**src/include/datapath_settings.svh**
```systemverilog
`ifndef DATAPATH_SETTINGS_SVH
`define DATAPATH_SETTINGS_SVH

`define WORD_WIDTH 32   // bus and register width
`define REG_COUNT  16   // general purpose registers

// ALU operation codes, five bits wide
`define OP_NOT 5'd1
`define OP_ADD 5'd2
`define OP_SUB 5'd3
`define OP_AND 5'd4
`define OP_OR  5'd5
`define OP_NEG 5'd6
`define OP_SHL 5'd7
`define OP_SHR 5'd8
`define OP_MUL 5'd9

`endif

```
**src/hw/datapath_pkg.sv**
```systemverilog
`include "datapath_settings.svh"

package datapath_pkg;

   typedef logic [`WORD_WIDTH-1:0]         word_t;
   typedef logic [2*`WORD_WIDTH-1:0]       product_t;   // high half to ZHI, low half to ZLO
   typedef logic [$clog2(`REG_COUNT)-1:0]  regIndex_t;
   typedef logic [4:0]                     aluOp_t;

   // bus drive requests, earlier fields win when several are set
   typedef struct packed {
      logic rfOut;
      logic pcOut;
      logic irOut;
      logic yOut;
      logic zLoOut;
      logic zHiOut;
      logic marOut;
      logic hiOut;
      logic loOut;
      logic mdrOut;
   } busSources_t;

   typedef struct packed {
      logic rfIn;
      logic pcIn;
      logic irIn;
      logic yIn;
      logic zIn;
      logic marIn;
      logic hiIn;
      logic loIn;
      logic mdrIn;
      logic read;   // MDR takes memory input instead of bus
   } regLoads_t;

   typedef enum logic [1:0] {
      Idle,
      Multiply,
      Done
   } aluState_t;

endpackage

```
**src/hw/registerFile.sv**
```systemverilog
`timescale 1ns/1ps
`include "datapath_settings.svh"

// sixteen general purpose registers
// one write port and one read port share the same select
module registerFile import datapath_pkg::*; (
   input  logic      Clock,
   input  logic      reset,
   input  logic      writeEnable,
   input  regIndex_t regSelect,
   input  word_t     writeData,
   output word_t     readData
);

   word_t regs [`REG_COUNT];

   always_ff @(posedge Clock) begin
      if (reset) begin
         for (int i = 0; i < `REG_COUNT; i++) begin
            regs[i] <= '0;
         end
      end else if (writeEnable) begin
         regs[regSelect] <= writeData;   // bus word into selected entry
      end
   end

   // read side feeds the bus multiplexer directly
   assign readData = regs[regSelect];

endmodule

```
**src/hw/busRegisterBank.sv**
```systemverilog
`timescale 1ns/1ps
`include "datapath_settings.svh"

// special purpose registers and the bus source multiplexer
module busRegisterBank import datapath_pkg::*; (
   input  logic        Clock,
   input  logic        reset,
   input  busSources_t sources,
   input  regLoads_t   loads,
   input  word_t       rfData,
   input  word_t       memDataIn,
   input  product_t    aluResult,
   input  logic        aluDone,
   output word_t       yValue,
   output word_t       bus
);

   word_t pc;
   word_t ir;
   word_t y;
   word_t zHi;
   word_t zLo;
   word_t mar;
   word_t hi;
   word_t lo;
   word_t mdr;

   // registers that only ever load from the bus
   always_ff @(posedge Clock) begin
      if (reset) begin
         pc  <= '0;
         ir  <= '0;
         y   <= '0;
         mar <= '0;
         hi  <= '0;
         lo  <= '0;
      end else begin
         if (loads.pcIn) pc <= bus;
         if (loads.irIn) ir <= bus;      // no decode, just held for the sequencer
         if (loads.yIn) y <= bus;
         if (loads.marIn) mar <= bus;
         if (loads.hiIn) hi <= bus;
         if (loads.loIn) lo <= bus;
      end
   end

   // Z pair captures the ALU result only while the done pulse is high.
   // A result finishing with zIn low is simply dropped.
   always_ff @(posedge Clock) begin
      if (reset) begin
         zHi <= '0;
         zLo <= '0;
      end else if (aluDone && loads.zIn) begin
         zHi <= aluResult[`WORD_WIDTH +: `WORD_WIDTH];
         zLo <= aluResult[0 +: `WORD_WIDTH];
      end
   end

   // memory data register
   always_ff @(posedge Clock) begin
      if (reset) begin
         mdr <= '0;
      end else if (loads.mdrIn) begin
         if (loads.read) begin
            mdr <= memDataIn;   // memory read
         end else begin
            mdr <= bus;         // write-back path from bus
         end
      end
   end

   // priority follows the field order of busSources_t
   always_comb begin
      if (sources.rfOut) begin
         bus = rfData;
      end else if (sources.pcOut) begin
         bus = pc;
      end else if (sources.irOut) begin
         bus = ir;
      end else if (sources.yOut) begin
         bus = y;
      end else if (sources.zLoOut) begin
         bus = zLo;
      end else if (sources.zHiOut) begin
         bus = zHi;
      end else if (sources.marOut) begin
         bus = mar;
      end else if (sources.hiOut) begin
         bus = hi;
      end else if (sources.loOut) begin
         bus = lo;
      end else if (sources.mdrOut) begin
         bus = mdr;
      end else begin
         bus = '0;   // idle bus reads zero
      end
   end

   assign yValue = y;   // ALU A operand

endmodule

```
**src/hw/aluUnit.sv**
```systemverilog
`timescale 1ns/1ps
`include "datapath_settings.svh"

// ALU with start/done handshake
// most ops take one cycle, multiply is a 32 step shift-add
module aluUnit import datapath_pkg::*; (
   input  logic     Clock,
   input  logic     reset,
   input  logic     start,
   input  aluOp_t   aluOp,
   input  word_t    operandA,
   input  word_t    operandB,
   output product_t result,
   output logic     done
);

   aluState_t state;
   product_t  multiplicand;   // shifted left each step
   word_t     multiplier;     // shifted right each step
   logic [4:0] stepCount;

   function automatic product_t singleCycle(aluOp_t op, word_t a, word_t b);
      word_t r;
      case (op)
         `OP_NOT: r = ~b;
         `OP_NEG: r = -b;
         `OP_ADD: r = a + b;
         `OP_SUB: r = a - b;
         `OP_AND: r = a & b;
         `OP_OR:  r = a | b;
         `OP_SHL: r = a << b[4:0];
         `OP_SHR: r = a >> b[4:0];   // logical
         default: r = '0;
      endcase
      return product_t'(r);   // zero extended
   endfunction

   always_ff @(posedge Clock) begin
      if (reset) begin
         state     <= Idle;
         stepCount <= '0;
         result    <= '0;
      end else begin
         case (state)
            Idle: begin
               if (start) begin
                  if (aluOp == `OP_MUL) begin
                     multiplicand <= product_t'(operandA);
                     multiplier   <= operandB;
                     result       <= '0;
                     stepCount    <= '0;
                     state        <= Multiply;
                  end else begin
                     result <= singleCycle(aluOp, operandA, operandB);
                     state  <= Done;
                  end
               end
            end
            Multiply: begin
               if (multiplier[0]) begin
                  result <= result + multiplicand;   // add partial product
               end
               multiplicand <= multiplicand << 1;
               multiplier   <= multiplier >> 1;
               stepCount    <= stepCount + 5'd1;
               if (stepCount == 5'd31) begin
                  state <= Done;   // last of 32 steps
               end
            end
            Done: begin
               state <= Idle;   // one cycle pulse only
            end
            default: begin
               state <= Idle;
            end
         endcase
      end
   end

   assign done = (state == Done);

endmodule

```
**src/hw/DataPath.sv**
```systemverilog
`timescale 1ns/1ps

// single bus datapath, sequenced from outside
module DataPath import datapath_pkg::*; (
   input  logic        Clock,
   input  logic        reset,
   input  busSources_t sources,
   input  regLoads_t   loads,
   input  regIndex_t   regSelect,
   input  aluOp_t      aluOp,
   input  logic        start,
   input  word_t       memDataIn,
   output word_t       bus,
   output logic        finished
);

   word_t    rfData;      // register file read word
   word_t    yValue;      // Y register to ALU
   product_t aluResult;

   registerFile regFile (
      .Clock       (Clock),
      .reset       (reset),
      .writeEnable (loads.rfIn),
      .regSelect   (regSelect),
      .writeData   (bus),
      .readData    (rfData)
   );

   busRegisterBank regBank (
      .Clock     (Clock),
      .reset     (reset),
      .sources   (sources),
      .loads     (loads),
      .rfData    (rfData),
      .memDataIn (memDataIn),
      .aluResult (aluResult),
      .aluDone   (finished),   // Z loads on the done pulse
      .yValue    (yValue),
      .bus       (bus)
   );

   aluUnit alu (
      .Clock    (Clock),
      .reset    (reset),
      .start    (start),
      .aluOp    (aluOp),
      .operandA (yValue),
      .operandB (bus),
      .result   (aluResult),
      .done     (finished)
   );

endmodule

```
**config.mk**
```make
export PLATFORM = sky130hd
export DESIGN_NAME = DataPath
export DESIGN_NICKNAME = d
export VERILOG_FILES = /design/src/hw/datapath_pkg.sv /design/src/hw/registerFile.sv /design/src/hw/busRegisterBank.sv /design/src/hw/aluUnit.sv /design/src/hw/DataPath.sv
export VERILOG_INCLUDE_DIRS = /design/src /design/src/include
export SDC_FILE = /design/constraint.sdc
export NUM_CORES = 2
export LEC_CHECK = 0
export ABC_AREA = 0
export BUFFER_PORTS_ARGS = -buffer_cell sky130_fd_sc_hd__buf_2
export CORE_MARGIN = 8
export CORE_UTILIZATION = 60
export DETAILED_ROUTE_END_ITERATION = 8
export HOLD_SLACK_MARGIN = 0.05
export PLACE_DENSITY = 0.74
export RECOVER_POWER = 100
export SLEW_MARGIN = 10
export SYNTH_ARGS = -nofsm -noshare
export SYNTH_HDL_FRONTEND = slang
export SYNTH_SLANG_ARGS = --single-unit
export TNS_END_PERCENT = 100
```
**constraint.sdc**
```tcl
create_clock -name Clock -period 16.26 [get_ports Clock]
set_input_delay 1.626 -clock Clock [delete_from_list [all_inputs] [get_ports Clock]]
set_output_delay 1.626 -clock Clock [all_outputs]
set_load 0.005 [all_outputs]
```
==> results by group <==
Run status
  – Outcome: finished with violations
  – Failing checks: capacitance limit, slew limit

Placement
  – Dpl hpwl: 132,000 um
  – Global placement routability congestion: 1.03
  – PortBufs: 96

Global route
  – Pin count of the biggest net entering global routing: 188
  – Vias in the first global route: 42,959
  – First-pass GRT wire length: 290,000 um
  – Antenna violations before repair: 12
  – Total GRT Usage: 0.396
  – Grt ovf: 0

Synth
  – Post-synthesis net count: 5,603
  – Post-Syn Area per Cell: 9.76 sq um
  – Dominant cell type by area after synthesis: edfxtp_1
  – Top cells by area, synth: edfxtp_1, dfxtp_1, nor2_1, mux4_2, mux2i_1
  – Synth unique cells: 94
  – Top cells by instance count after synthesis: nor2_1, nand2_1, edfxtp_1, dfxtp_1, clkbuf_1
  – Synthesized area: 53,000 sq um
  – Post-Synthesis Cells: 5,437
  – Main synth FF type: edfxtp_1
  – Most instantiated library cell after synthesis: nor2_1
  – EDFF count, synth: 608
  – Async S/R FF share, synth: 0
  – Yosys top cell area share: 0.344
  – Ys Warns: 0
  – FF+latch count, synth: 967
  – Seq/Total Area, Yosys: 0.480

Power and ir drop
  – Pint: 4.37 mW
  – Pwr Total: 6.17 mW
  – Power density over the cells: 108 nW/um^2
  – Leak: 21.6 nW
  – Peak VDD IR: 0.119 mV
  – Switching part of the total: 0.293
  – Switching pwr: 1.81 mW
  – Logic pwr share: 0.171
  – Clk pwr share: 0.382
  – Seq pwr share: 0.448

STA
  – Least-Margin Pin Slew: 4.66 ns
  – Final hold vios: 0
  – Setup TNS Final: 0 ns
  – Hold slack final: 0.459 ns
  – Final setup viols: 0
  – Final Slew Violations: 2,077
  – F_max: 0.0825 GHz
  – RSZ-0062 raised after global routing: no
  – Fin crit share: 0.746
  – Worst slew margin: -2.10
  – Max Clock Skew: 0.0464 ns
  – Post-route minimum period: 12.13 ns

Clocking
  – Clock latency on the worst-skew pair: 0.71 ns
  – Sink count of the clock tree: 967
  – Number of H-tree levels: 3
  – Post-cts sizing count: 0
  – Clock Pin Slew Worst Setup and Hold Paths: 0.06 ns
  – Cts bufs inserted: 100
  – Clk buf depth: 3
  – Clock root cell: clkbuf_16
  – CTS tree: yes
  – Cts hold-fix bufs: 0
  – Post-CTS setup repair buffer count: 0

Worst hold path
  – Hold Startpoint: regBank.zHi[7]
  – Hold Path Class: flop to flop

Detailed routing
  – Initial DRC Count: 6,333
  – Wirelength, routed: 201,000 um
  – Remaining DRCs: 0
  – First drt pass iteration count: 9
  – Via density: 6.86
  – DRT antenna net count: 0
  – Via count: 44,941
  – Wire per inst: 30.7 um

Setup path
  – Max incr delay on CP: 2.40 ns
  – Worst-path fanout max: 46
  – Worst Setup Path Type: input port to flop
  – Type of element capturing the critical path: flop
  – Crit path from: sources[8]
  – Reg2Reg Launch Point: regBank.yValue[0]
  – CP Launch Type: input port
  – Crit path buf inv count: 3
  – Worst EP arrival: 12.68 ns
  – CP cell instances: buf_2 -> clkbuf_1 -> nand2b_1 -> and3_1 -> and3_1 -> o31ai_1 -> clkbuf_1 -> ha_1 -> and2_0 -> nand3_1 -> nand2_1 -> xnor2_1 -> ha_1 -> or3_1 -> o311ai_0 -> a21oi_1 -> o31ai_1 -> a21oi_1 -> nor2_1 -> o221a_2 -> and3_1 -> o21ai_1 -> a2111oi_0
  – CP top delay family: compound AO/OA/AOI/OAI gates
  – Slowest CP cell: o31ai_1
  – Worst EP required: 16.82 ns
  – Critical path's most frequent cell: and3_1

Floorplanning
  – Core area: 88,000 sq um
  – Chip width: 313 um
  – Chip height: 313 um
  – Boundary Pins: 97
  – Die Area: 98,200 sq um
  – Initial Utilization: 0.603
  – Cell Rows: 109

Layout
  – Area Growth Syn to Fin: 7.77%
  – Final #Nets: 5,466
  – Share of cells above drive strength 1: 0.0910

Job
  – Max-cap viol count: 64
## routing by layer
metal	vias up	part of all wire	track usage
met3	845	0.12	0.106
met4	8	0.082	0.260
li1	19310	-	-
met2	3248	0.44	0.601
met1	21530	0.36	0.498
met5	-	0.00026	0
## layout by cell type, fill, tap and decap left out, types with 33 or more instances in the layout
master / synthesis / layout
a21o_1: 51 / 50
dfxtp_1: 359 / 359
inv_1: 81 / 88
nor2_1: 973 / 969
nor2b_1: 33 / 33
nand2_1: 641 / 640
clkbuf_16: 0 / 105
edfxtp_1: 608 / 608
nand2b_1: 51 / 50
clkbuf_1: 332 / 122
ha_1: 100 / 100
xnor2_1: 97 / 97
buf_2: 54 / 63
nor3_1: 44 / 44
mux4_2: 142 / 142
a221oi_1: 66 / 66
a211oi_1: 92 / 92
nand3b_1: 34 / 34
nand3_1: 58 / 57
o21ai_0: 261 / 269
o211ai_1: 70 / 70
a22oi_1: 33 / 33
buf_4: 10 / 71
mux2i_1: 319 / 319
a21oi_1: 307 / 305
## logic make-up after synthesis
| logic type | Yosys count | synth area share |
|---|---|---|
| buffers and inverters | 582 | 0.0445 |
| AOI/OAI and AO/OA | 1157 | 0.143 |
| xor gates and xnor gates | 125 | 0.0206 |
| and+or+nand+nor | 2019 | 0.163 |
| muxes | 485 | 0.126 |
| adders and majority gates | 102 | 0.0243 |
| DFF | 967 | 0.480 |
## state kept, by name (all words and copies together) (netlist names), 5 cells and up
name	cells
alu.multiplier	32
regBank.mdr	32
regFile.regs	512
regBank.ir	32
alu.multiplicand	64
regBank.pc	32
regBank.zLo	32
regBank.hi	32
regBank.yValue	32
regBank.lo	32
regBank.mar	32
regBank.zHi	32
alu.stepCount	5
alu.result	64
## worst paths after layout
| path | endpoint | slack, ns | cells past startpoint |
|---|---|---|---|
| max | alu.result[31] | 4.13 | 23 |
| min | regBank.zHi[7] | 0.46 | 2 |
| max reg2reg | alu.result[31] | 6.50 | 21 |
| min reg2reg | regBank.zHi[7] | 0.46 | 2 |
## layout make-up
class / instances / area [sq um]
Tap cell: 1165 / 1460
Timing Repair Buffer: 244 / 1310
Multi-Input combinational cell: 3888 / 25200
Sequential cell: 967 / 25400
Antenna cell: 6 / 15.0
Clock buffer: 128 / 2770
Inverter: 99 / 372
Clock inverter: 56 / 574
Fill cell: 7073 / 30800
## metrics by stage
step	instance area, sq um	setup WS (ns)	util	std cells
4_1_cts	57700	7.65	0.656	6547
3_3_place_gp	54300	7.01	0.618	6363
3_5_place_dp	54300	7.00	0.618	6363
2_1_floorplan	53000	7.88	-	5437
6_report	57200	4.13	0.650	6553
5_1_grt	57100	3.75	0.650	6547
## power groups by stage
stage | Clock, mW | Combinational, mW | Sequential [mW]
6_report | 2.36 | 1.05 | 2.76
3_5_place_dp | 0 | 1.02 | 2.81
2_1_floorplan | 0 | 0.668 | 2.79
5_1_grt | 2.44 | 1.09 | 2.77
3_3_place_gp | 0 | 1.02 | 2.81
4_1_cts | 2.36 | 1.03 | 2.76
## tightest hold or removal path, delay by kind of cell, from the launching register on
kind             cells  cell delay (ns)
AO/OA/AOI/OAI        1             0.05
flip-flops           1             0.31
AND/OR/NAND/NOR      1             0.05
(Power assumes the default switching activity.)
